<file path="src/common/video_pkg.sv">
package video_pkg;

    typedef logic [5:0] col_t;
    typedef logic [4:0] line_t;
    typedef logic [2:0] scan_t;
    typedef logic [14:0] cursor_addr_t;
    typedef logic [3:0] color_t;

    // horizontal raster in character clocks
    localparam int H_VISIBLE = 32;
    localparam int H_SYNC_START = 34;
    localparam int H_SYNC_LEN = 4;
    localparam int H_TOTAL = 40;

    // vertical raster in scan lines
    localparam int V_VISIBLE = 24;
    localparam int V_SYNC_START = 26;
    localparam int V_SYNC_LEN = 2;
    localparam int V_TOTAL = 30;

    // scan lines per character row
    localparam int CHAR_HEIGHT = 8;

    // frame counter bit that drives the cursor blink
    localparam int BLINK_BIT = 3;

    // bright white, drawn over the cell background
    localparam color_t CURSOR_COLOR = 4'hf;

endpackage

</file>
<file path="src/common/crtc_regs_pkg.sv">
package crtc_regs_pkg;

    // bus side types
    typedef logic [18:0] bus_addr_t;
    typedef logic [15:0] bus_data_t;
    typedef logic [7:0] reg_byte_t;
    typedef logic [3:0] crtc_index_t;

    // word offsets inside the register window, decoded from the low address bits
    localparam logic [2:0] REG_OFS_INDEX = 3'd2;
    localparam logic [2:0] REG_OFS_MODE = 3'd4;
    localparam logic [2:0] REG_OFS_STATUS = 3'd5;

    // CRTC register numbers reached through the index/value pair
    localparam crtc_index_t IDX_CURSOR_START = 4'ha;
    localparam crtc_index_t IDX_CURSOR_END = 4'hb;
    localparam crtc_index_t IDX_CURSOR_HI = 4'he;
    localparam crtc_index_t IDX_CURSOR_LO = 4'hf;

    // both blink encodings blink at the same rate
    typedef enum logic [1:0] {
        CURSOR_STEADY = 2'b00,
        CURSOR_OFF = 2'b01,
        CURSOR_BLINK = 2'b10,
        CURSOR_BLINK_ALT = 2'b11
    } cursor_mode_t;

endpackage
</file>
<file path="src/common/display_cfg_if.sv">
interface display_cfg_if
    import crtc_regs_pkg::*, video_pkg::*;
();

    cursor_mode_t cursor_mode;
    scan_t cursor_scan_start;
    scan_t cursor_scan_end;
    cursor_addr_t cursor_pos;
    logic display_enabled;
    logic text_enabled;
    color_t background_color;

    // the register block owns every setting
    modport regs (
        output cursor_mode, cursor_scan_start, cursor_scan_end, cursor_pos,
        output display_enabled, text_enabled, background_color
    );

    // the display pipeline only reads them
    modport video (
        input cursor_mode, cursor_scan_start, cursor_scan_end, cursor_pos,
        input display_enabled, text_enabled, background_color
    );

endinterface

</file>
<file path="src/verilog/display_top.sv">
module display_top
    import crtc_regs_pkg::*, video_pkg::*;
(
    input logic clk,
    input logic reset,
    input logic cs,
    input logic access,
    input logic wr_en,
    input bus_addr_t addr,
    input logic [1:0] bytesel,
    input bus_data_t data_in,
    output bus_data_t data_out,
    output logic ack,
    output logic hsync,
    output logic vsync,
    output logic display_enable,
    output color_t pixel_color,
    output logic graphics_enabled,
    output logic bright_colors,
    output logic palette_sel
);

    col_t col;
    line_t line;
    logic visible;
    logic blank;
    logic hsync_raw;
    logic vsync_raw;
    logic [3:0] frame_count;

    display_cfg_if u_cfg ();

    crtc_registers u_crtc_registers (
        .clk(clk),
        .reset(reset),
        .cs(cs),
        .access(access),
        .wr_en(wr_en),
        .addr(addr),
        .bytesel(bytesel),
        .data_in(data_in),
        .blank(blank),
        .vsync_raw(vsync_raw),
        .data_out(data_out),
        .ack(ack),
        .graphics_enabled(graphics_enabled),
        .bright_colors(bright_colors),
        .palette_sel(palette_sel),
        .cfg(u_cfg.regs)
    );

    raster_timing u_raster_timing (
        .clk(clk),
        .reset(reset),
        .col(col),
        .line(line),
        .visible(visible),
        .blank(blank),
        .hsync_raw(hsync_raw),
        .vsync_raw(vsync_raw),
        .frame_count(frame_count)
    );

    cursor_color u_cursor_color (
        .clk(clk),
        .reset(reset),
        .col(col),
        .line(line),
        .visible(visible),
        .hsync_raw(hsync_raw),
        .vsync_raw(vsync_raw),
        .frame_count(frame_count),
        .cfg(u_cfg.video),
        .hsync(hsync),
        .vsync(vsync),
        .display_enable(display_enable),
        .pixel_color(pixel_color)
    );

endmodule

</file>
<file path="src/crtc/cursor_color.sv">
module cursor_color
    import crtc_regs_pkg::*, video_pkg::*;
(
    input logic clk,
    input logic reset,
    input col_t col,
    input line_t line,
    input logic visible,
    input logic hsync_raw,
    input logic vsync_raw,
    input logic [3:0] frame_count,
    display_cfg_if.video cfg,
    output logic hsync,
    output logic vsync,
    output logic display_enable,
    output color_t pixel_color
);

    line_t row;
    scan_t scan;
    cursor_addr_t cell_addr;
    logic mode_on;
    logic cursor_hit;
    logic text_on;
    color_t next_color;

    assign row = line_t'(line / CHAR_HEIGHT);
    assign scan = scan_t'(line % CHAR_HEIGHT);
    assign cell_addr = cursor_addr_t'(row) * cursor_addr_t'(H_VISIBLE) + cursor_addr_t'(col);

    // blink modes show the cursor for half of each blink period
    always_comb begin
        case (cfg.cursor_mode)
            CURSOR_STEADY: mode_on = 1'b1;
            CURSOR_OFF: mode_on = 1'b0;
            default: mode_on = frame_count[BLINK_BIT];
        endcase
    end

    assign cursor_hit = mode_on && (cell_addr == cfg.cursor_pos) &&
                        (scan >= cfg.cursor_scan_start) && (scan <= cfg.cursor_scan_end);

    assign text_on = visible & cfg.display_enabled & cfg.text_enabled;
    assign next_color = !text_on ? color_t'(0) : cursor_hit ? CURSOR_COLOR : cfg.background_color;

    // every output takes the same single register stage so they stay aligned
    always_ff @(posedge clk or posedge reset) begin
        if (reset) begin
            hsync <= 1'b0;
            vsync <= 1'b0;
            display_enable <= 1'b0;
            pixel_color <= '0;
        end else begin
            hsync <= hsync_raw;
            vsync <= vsync_raw;
            display_enable <= visible;
            pixel_color <= next_color;
        end
    end

endmodule

</file>
<file path="src/crtc/raster_timing.sv">
module raster_timing
    import video_pkg::*;
(
    input logic clk,
    input logic reset,
    output col_t col,
    output line_t line,
    output logic visible,
    output logic blank,
    output logic hsync_raw,
    output logic vsync_raw,
    output logic [3:0] frame_count
);

    logic line_end;
    logic frame_end;

    assign line_end = col == col_t'(H_TOTAL - 1);
    assign frame_end = line_end && (line == line_t'(V_TOTAL - 1));

    // column advances every clock, the line at the end of each row of clocks
    always_ff @(posedge clk or posedge reset) begin
        if (reset) begin
            col <= '0;
            line <= '0;
            frame_count <= '0;
        end else begin
            if (line_end) begin
                col <= '0;
            end else begin
                col <= col + 6'd1;
            end

            if (frame_end) begin
                line <= '0;
                frame_count <= frame_count + 4'd1;
            end else if (line_end) begin
                line <= line + 5'd1;
            end
        end
    end

    assign visible = (col < H_VISIBLE) && (line < V_VISIBLE);
    assign blank = ~visible;

    // sync windows sit inside the blanking interval
    assign hsync_raw = (col >= H_SYNC_START) && (col < H_SYNC_START + H_SYNC_LEN);
    assign vsync_raw = (line >= V_SYNC_START) && (line < V_SYNC_START + V_SYNC_LEN);

endmodule

</file>
<file path="src/crtc/crtc_registers.sv">
module crtc_registers
    import crtc_regs_pkg::*;
(
    input logic clk,
    input logic reset,
    input logic cs,
    input logic access,
    input logic wr_en,
    input bus_addr_t addr,
    input logic [1:0] bytesel,
    input bus_data_t data_in,
    input logic blank,
    input logic vsync_raw,
    output bus_data_t data_out,
    output logic ack,
    output logic graphics_enabled,
    output logic bright_colors,
    output logic palette_sel,
    display_cfg_if.regs cfg
);

    logic reg_access;
    logic ofs_index;
    logic ofs_mode;
    logic ofs_status;
    logic sel_index;
    logic sel_value;
    logic sel_mode;
    logic sel_color;
    logic sel_status;
    crtc_index_t active_index;
    crtc_index_t index;
    reg_byte_t index_value;
    reg_byte_t status;

    assign reg_access = cs & access;

    assign ofs_index = addr[2:0] == REG_OFS_INDEX;
    assign ofs_mode = addr[2:0] == REG_OFS_MODE;
    assign ofs_status = addr[2:0] == REG_OFS_STATUS;

    // low byte lane selects the first register of each pair, high lane the second
    assign sel_index = reg_access & ofs_index & bytesel[0];
    assign sel_value = reg_access & ofs_index & bytesel[1];
    assign sel_mode = reg_access & ofs_mode & bytesel[0];
    assign sel_color = reg_access & ofs_mode & bytesel[1];
    assign sel_status = reg_access & ofs_status & bytesel[0];

    // a word write of index and value steers the value with the new index
    assign index = (wr_en & sel_index) ? data_in[3:0] : active_index;

    assign status = {4'b0, vsync_raw, 2'b0, blank};

    always_ff @(posedge clk or posedge reset) begin
        if (reset) begin
            active_index <= '0;
        end else if (wr_en & sel_index) begin
            active_index <= data_in[3:0];
        end
    end

    always_ff @(posedge clk or posedge reset) begin
        if (reset) begin
            cfg.cursor_mode <= CURSOR_STEADY;
            cfg.cursor_scan_start <= '0;
            cfg.cursor_scan_end <= '0;
            cfg.cursor_pos <= '0;
        end else if (wr_en & sel_value) begin
            case (index)
                IDX_CURSOR_START: begin
                    cfg.cursor_mode <= cursor_mode_t'(data_in[13:12]);
                    cfg.cursor_scan_start <= data_in[10:8];
                end
                IDX_CURSOR_END: cfg.cursor_scan_end <= data_in[10:8];
                IDX_CURSOR_HI: cfg.cursor_pos[14:8] <= data_in[14:8];
                IDX_CURSOR_LO: cfg.cursor_pos[7:0] <= data_in[15:8];
                default: ;
            endcase
        end
    end

    always_ff @(posedge clk or posedge reset) begin
        if (reset) begin
            cfg.display_enabled <= 1'b0;
            graphics_enabled <= 1'b0;
            cfg.text_enabled <= 1'b0;
            palette_sel <= 1'b0;
            bright_colors <= 1'b0;
            cfg.background_color <= '0;
        end else begin
            if (wr_en & sel_mode) begin
                cfg.display_enabled <= data_in[3];
                graphics_enabled <= data_in[1];
                cfg.text_enabled <= data_in[0];
            end
            if (wr_en & sel_color) begin
                palette_sel <= data_in[13];
                bright_colors <= data_in[12];
                cfg.background_color <= data_in[11:8];
            end
        end
    end

    always_comb begin
        case (index)
            IDX_CURSOR_START: index_value = {2'b0, cfg.cursor_mode, 1'b0, cfg.cursor_scan_start};
            IDX_CURSOR_END: index_value = {5'b0, cfg.cursor_scan_end};
            IDX_CURSOR_HI: index_value = {1'b0, cfg.cursor_pos[14:8]};
            IDX_CURSOR_LO: index_value = cfg.cursor_pos[7:0];
            default: index_value = '0;
        endcase
    end

    // unselected byte lanes and idle cycles read back as zero
    always_ff @(posedge clk or posedge reset) begin
        if (reset) begin
            data_out <= '0;
        end else begin
            data_out <= '0;
            if (!wr_en) begin
                if (sel_index)
                    data_out[7:0] <= {4'b0, active_index};
                if (sel_mode)
                    data_out[7:0] <= {4'b0, cfg.display_enabled, 1'b0, graphics_enabled,
                                      cfg.text_enabled};
                if (sel_status)
                    data_out[7:0] <= status;
                if (sel_value)
                    data_out[15:8] <= index_value;
                if (sel_color)
                    data_out[15:8] <= {2'b0, palette_sel, bright_colors, cfg.background_color};
            end
        end
    end

    always_ff @(posedge clk or posedge reset) begin
        if (reset) begin
            ack <= 1'b0;
        end else begin
            ack <= reg_access;
        end
    end

endmodule

</file>
<file path="config.mk">
export PLATFORM = sky130hd
export DESIGN_NAME = display_top
export DESIGN_NICKNAME = d
export VERILOG_FILES = /design/src/common/video_pkg.sv /design/src/common/crtc_regs_pkg.sv /design/src/common/display_cfg_if.sv /design/src/verilog/display_top.sv /design/src/crtc/cursor_color.sv /design/src/crtc/raster_timing.sv /design/src/crtc/crtc_registers.sv
export SDC_FILE = /design/constraint.sdc
export NUM_CORES = 1
export LEC_CHECK = 0
export ABC_AREA = 0
export ABC_CLOCK_PERIOD_IN_PS = 2200
export BUFFER_PORTS_ARGS = -buffer_cell sky130_fd_sc_hd__buf_4
export CAP_MARGIN = 30
export CORE_MARGIN = 8
export CORE_UTILIZATION = 49
export CTS_CLUSTER_SIZE = 8
export DETAILED_ROUTE_END_ITERATION = 10
export PLACE_DENSITY = 0.76
export SYNTH_ARGS = -nofsm -noshare
export SYNTH_HDL_FRONTEND = slang
export SYNTH_SLANG_ARGS = --single-unit
</file>
<file path="constraint.sdc">
create_clock -name clk -period 2.2 [get_ports clk]
set_input_delay 0.22 -clock clk [delete_from_list [all_inputs] [get_ports clk]]
set_output_delay 0.22 -clock clk [all_outputs]
set_load 0.005 [all_outputs]
</file>
# After elaboration in Yosys (flattened, before gate mapping)
# Index checks and enable logic that the tools add are counted.
# totals
ff_bits,75
inputBits,42
output_inout_bits,27
word_cells,87
# classes
addsub,4
magnitude_cmp,8
eq_ne,11
muxes,14
n_bitwise,16
reduce_logical,13
# ops
operator,count
$pmux W8 S4,1
$mux W4,6
$eq A4 B4 Y1 const B,4
$mux W16,1
$mux W8,2
$and A1 B1 Y1,15
$eq A15 B15 Y1,1
$lt A6 B6 Y1 const B,2
$lt A5 B5 Y1 const B,2
$mux W5,2
$add A7 B6 Y8,1
$reduce_and A2 Y1,4
$logic_and A1 B1 Y1,7
$add A6 B1 Y6 const B,1
$eq A3 B3 Y1 const B,2
$eq A6 B6 Y1 const B,1
$ge A6 B6 Y1 const B,1
$mux W6,1
$add A5 B1 Y5 const B,1
$eq A5 B5 Y1 const B,1
$ge A5 B5 Y1 const B,1
$add A4 B1 Y4 const B,1
$eq A3 B2 Y1 const B,1
$ge A3 B3 Y1,1
other kinds (6),6

# Logic depth before layout (Yosys ltp)
# depth
word_depth,10
ltp_mapped,7
ltp_nobuf,7

# Hierarchy
# Synthesis repeated with hierarchy kept, for this count alone.
# hier_totals
cells_unflattened,301
area_unflattened_um2,3633.5
# by_module_without_submodules
mod,instances,cells_each,area_per_inst_um2,seq_area_each_um2
crtc_registers,1,173,2311.0,1226.2
raster_timing,1,74,813.3,375.4
cursor_color,1,54,509.2,175.2

# Worst setup path after synthesis
# No wires, ideal clock.
# synth_timing
path_kind,register to register
startpoint,register u_raster_timing.line[3]
endpoint,register u_cursor_color.pixel_color[2]
setup_ns,0.068
arrival_time_ns,1.880
required_ns,2.132
setup_slack_ns,0.252
stages_incl_launch_ff,8
path_buffers,0
period_less_slack_ns,1.948
path_cell_list,dfrtp_1 > ha_1 > ha_1 > xor2_1 > nor3_1 > nand4_1 > or4_1 > nand2_1
# synth_between
elab_chain_len,7
word_cells_on_any_way,11
classes_between,add/sub: 1; order compare: 1; eq/ne: 1; mux: 2; bitwise: 2; reduce/logical: 4
# synth_lines
item,line,rtl
"start, declared",raster_timing.sv:7,"output line_t line,"
"start signal, assigned",raster_timing.sv:38,line <= line + 5'd1;
$add A7 B6 Y8,cursor_color.sv:29,assign cell_addr = cursor_addr_t'(row) * cursor_addr_t'(H_VISIBLE) + cursor_addr_t'(col);
$eq A15 B15 Y1,cursor_color.sv:40,assign cursor_hit = mode_on && (cell_addr == cfg.cursor_pos) &&
$logic_and A1 B1 Y1 (2 in series),cursor_color.sv:40,
$logic_and A1 B1 Y1,cursor_color.sv:41,(scan >= cfg.cursor_scan_start) && (scan <= cfg.cursor_scan_end);
$mux W4,cursor_color.sv:44,assign next_color = !text_on ? color_t'(0) : cursor_hit ? CURSOR_COLOR : cfg.background_color;
$mux W4 (*),cursor_color.sv:44,
via u_cursor_color.next_color[2],cursor_color.sv:25,color_t next_color;
"end signal, assigned",cursor_color.sv:57,pixel_color <= next_color;
"end, declared",cursor_color.sv:16,output color_t pixel_color
# Mark *: on every way through the listed nets, which the timed path passes. The rest lies on a longest branch.
# A chain may end at the register's enable or synchronous reset.

# Worst setup path after layout
# layout_timing
startpoint,register u_raster_timing.col[5]
endpoint,register u_cursor_color.pixel_color[2]
# layout_between
elab_chain_len,7
word_cells_on_any_way,11
classes_between,add/sub: 1; order compare: 1; eq/ne: 1; mux: 2; bitwise: 2; reduce/logical: 4
# layout_lines
item,line,rtl
"start, declared",raster_timing.sv:6,"output col_t col,"
"start signal, assigned",raster_timing.sv:31,col <= col + 6'd1;
$add A7 B6 Y8,cursor_color.sv:29,
$eq A15 B15 Y1,cursor_color.sv:40,
$logic_and A1 B1 Y1 (2 in series),cursor_color.sv:40,
$logic_and A1 B1 Y1,cursor_color.sv:41,
$mux W4,cursor_color.sv:44,
$mux W4 (*),cursor_color.sv:44,
via u_cursor_color.next_color[2],cursor_color.sv:25,
# Marked as above.

==> metrics.cfg <==
[job]
maxCapViolations = 0

[placed_design]
gp_routability_congestion = 0.885
place_hpwl_mm = 5.71
portBuffers = 44

[timing]
max_freq_ghz = 0.482
tightest_slew_ns = 0.573
totalNegativeSetupSlack_ns = 0
final-hold-violation-count = 0
final_min_period_over_clock_period = 0.943
finalWorstPathRequiredPeriod_ns = 2.08
relSlewSlack = 0.615
layout_skew_ns = 0.00841
setup_viol_count_final = 0
unrepaired_setup_endpoints_after_global_routing = no
maxSlewViolCount = 0

[synth]
post_synth_main_area_contributors = dfrtp_1 (51%), mux2_2 (12%), ha_1 (4.3%), xor2_1 (2.8%), nand2_1 (2.5%)
synth_compound_area_frac = 0.0768
post_syn_area_per_cell_um2 = 11.5
async_reset_ff_frac = 1.00
yosys_warnings = 0
combinational_family_with_the_most_area_after_synthesis = simple AND/OR/NAND/NOR gates
synth.cell_area_um2 = 3470
yosys.area.top_type = dfrtp_1
synthXorXnorAreaFrac = 0.0378
ys_dominant_reg_cell = dfrtp_1
synth.top_cell.area_share = 0.512
simple_gate_fraction_of_synth_area = 0.147
yosys_register_bits = 71
synth_seq_area_share = 0.512
synth-adder-area-share = 0.0432
ys_types = 47
netlist_instances = 303
synth_edf_count = 0
synth.area.mux_share = 0.144

[worst_setup_path]
required_time_worst_endpoint_ns = 2.48
cp_cell_sequence = ha_1, ha_1, xor2_1, nor3_1, nand4_1, or4_1, nand2_1
cp_common_cell = ha_1
crit_arrival_ns = 2.35
timing.critical_path.slowest_stage_cell = or4_1
path_class = reg2reg
worst_setup_path_endpoint = u_cursor_color.pixel_color[2]
worst_r2r_endpoint = u_cursor_color.pixel_color[2]
worst_setup_path_start_kind = flop
critical-path-max-stage-delay_ns = 0.58
reg2reg_setup_slack_ns = 0.12
crit-reg2reg-launch = u_raster_timing.col[5]
endpoint_kind = flop
timing.critical_path.from = u_raster_timing.col[5]
timing.critical_path.fanout_max = 4
reg2reg_depth = 7

[clock_network]
cts.path.max_buffers = 2
clock_sinks = 71
tritoncts_clock_tree = yes
cts-root-buf = clkbuf_8
cts_post_setup_buffers_inserted = 0
cts_buffers = 9
htree_num_levels = 3
clkSlewWorstSetupHoldPaths_ns = 0.08
clock_insertion_delay_worst_skew_ns = 0.34

[floorplanning]
die_extent_in_y_um = 100
floorplan.core_area_um2 = 6830
initial_core_util = 0.508
die_area_um2 = 10000
std_cell_rows = 30
floorplan.die.width_um = 100
ios = 69

[grt]
track_usage = 0.161
global_route_wire_length_before_repair_mm = 12.7
grt_pass1_vias = 2555
grt_start_max_net_pins = 72
overflow = 0
number_of_antenna_violations_at_the_first_check_in_global_routing = 0

[power]
power.density_cell_area_nw_per_um2 = 633
total_leakage_power_nw = 2.01
max-vdd-ir-drop_uv = 350
total_design_power_mw = 2.60

[final_layout]
area_delta_synth_final_pct = 18.2
post_route_cells_drive_above_1_share = 0.306
num-nets-final = 409
antennaDiodeCount = 0

[drt]
wl_per_cell_um = 16.9
initialDrtViolationCount = 174
via_per_inst = 5.47
route.vias.total = 2494
route.detailed.drc = 0
ant_nets = 0
firstDrtPassIters = 4
wl_mm = 7.69

[worst_hold_path]
timing.hold.worst_path_depth = 2
hold_path.class = in2reg

[run_status]
run_status = complete, no violations

-- layout make-up --
cell class | count | area, um2
Clock buffer | 11 | 131
Clock inverter | 5 | 58.8
Fill cell | 579 | 2730
Inverter | 12 | 45.0
Multi-Input combinational cell | 210 | 1580
Sequential cell | 71 | 1780
Tap cell | 96 | 120
Timing Repair Buffer | 51 | 398
-- cells in the final DEF, fill, tap and decap left out, drive strengths merged, types with 3 or more instances in the layout --
cell    instances
a211oi          3
a21o            3
a21oi          12
a22oi           5
a31oi           3
and2            3
and3            8
buf            50
clkbuf         11
conb            4
dfrtp          71
ha             12
inv            12
mux2           36
mux2i           7
nand2          23
nand2b          3
nand3          12
nand4           9
nor2           13
nor2b           4
nor3            6
nor4            3
o21ai           9
or3             4
xnor2           4
xor2           11
-- state kept, by name (all words and copies together) (netlist names), 2 cells and up --
| name | count |
|---|---|
| u_crtc_registers.active_index | 4 |
| u_crtc_registers.cfg.cursor_scan_end | 3 |
| u_raster_timing.line | 5 |
| u_cursor_color.pixel_color | 4 |
| u_crtc_registers.cfg.cursor_mode | 2 |
| u_crtc_registers.cfg.cursor_pos | 15 |
| u_raster_timing.col | 6 |
| u_crtc_registers.data_out | 12 |
| u_crtc_registers.cfg.background_color | 4 |
| u_raster_timing.frame_count | 4 |
| u_crtc_registers.cfg.cursor_scan_start | 3 |
-- kinds of logic (layout without fill, tap and decap cells) --
group	after synthesis	in the layout
adder cells (fa/ha/maj)	12	12
AND/OR/NAND/NOR	94	94
other	1	4
XOR/XNOR	15	15
multiplexers	43	43
buffers and inverters	25	79
flip-flops	71	71
AO/OA/AOI/OAI	42	42
-- routing by layer --
layer	part of all wire	up-vias	track usage	wire (um)
met4	0.016	0	0.0616	122
met2	0.50	79	0.267	3820
li1	-	1186	-	-
met1	0.42	1217	0.196	3210
met3	0.068	12	0.0436	525
met5	0	-	0	0
-- critical path, delay by kind of cell (launching register included) --
family,cells,cell delay (ns)
simple gates,4,1.00
fa+ha+maj,2,0.49
flops,1,0.38
xor+xnor,1,0.14
-- where the power goes --
part / switching, mW / total [mW] / internal, mW
logic: 0.102 / 0.205 / 0.103
clock network: 0.479 / 1.00 / 0.524
registers: 0.0441 / 1.39 / 1.35
-- what timing repair did --
item,CTS,global route
hold buffers,1,0
gates resized for setup,0,0
hold endpoints to repair,71,0
-- through the flow --
stage          utilization  setup WS [ns]  area, um2  hold slack [ns]  instances
6_report             0.601          0.124       4110            0.116        456
5_1_grt              0.601         0.0246       4110            0.106        456
4_1_cts              0.601          0.121       4110            0.103        456
3_5_place_dp         0.572          0.134       3910            0.337        439
3_3_place_gp         0.572          0.191       3910            0.331        439
2_1_floorplan            -          0.183       3480            0.361        306
-- worst min-delay path by stage --
stage,from,end,slack [ns]
final,data_in[14],u_crtc_registers.cfg.cursor_pos[14],0.12
after global routing,data_in[14],u_crtc_registers.cfg.cursor_pos[14],0.11
after detailed placement,reset,u_raster_timing.line[0],0.34
after floorplan,data_in[2],u_crtc_registers.active_index[2],0.36
after global placement,reset,u_raster_timing.line[0],0.33
after CTS,data_in[14],u_crtc_registers.cfg.cursor_pos[14],0.10
-- cell usage after synthesis, types with 2 or more instances --
| cell type | instances |
|---|---|
| nor2b_1 | 4 |
| and3_1 | 6 |
| nor2_1 | 11 |
| xnor2_1 | 4 |
| a21oi_1 | 12 |
| buf_4 | 5 |
| o21ai_0 | 8 |
| a211oi_1 | 3 |
| nor2_2 | 2 |
| nand3b_1 | 2 |
| ha_1 | 12 |
| buf_6 | 2 |
| nand2_1 | 23 |
| or3_1 | 4 |
| nand2b_1 | 3 |
| clkbuf_1 | 5 |
| xor2_1 | 11 |
| o31ai_1 | 2 |
| a31oi_1 | 3 |
| inv_1 | 12 |
| a22oi_1 | 5 |
| nand4_1 | 9 |
| and2_1 | 3 |
| nor4_1 | 2 |
| dfrtp_1 | 71 |
| nand3_1 | 12 |
| nor3_1 | 5 |
| a21o_1 | 3 |
| mux2_2 | 36 |
| mux2i_4 | 2 |
| mux2i_1 | 5 |
(Power assumes the default switching activity.)
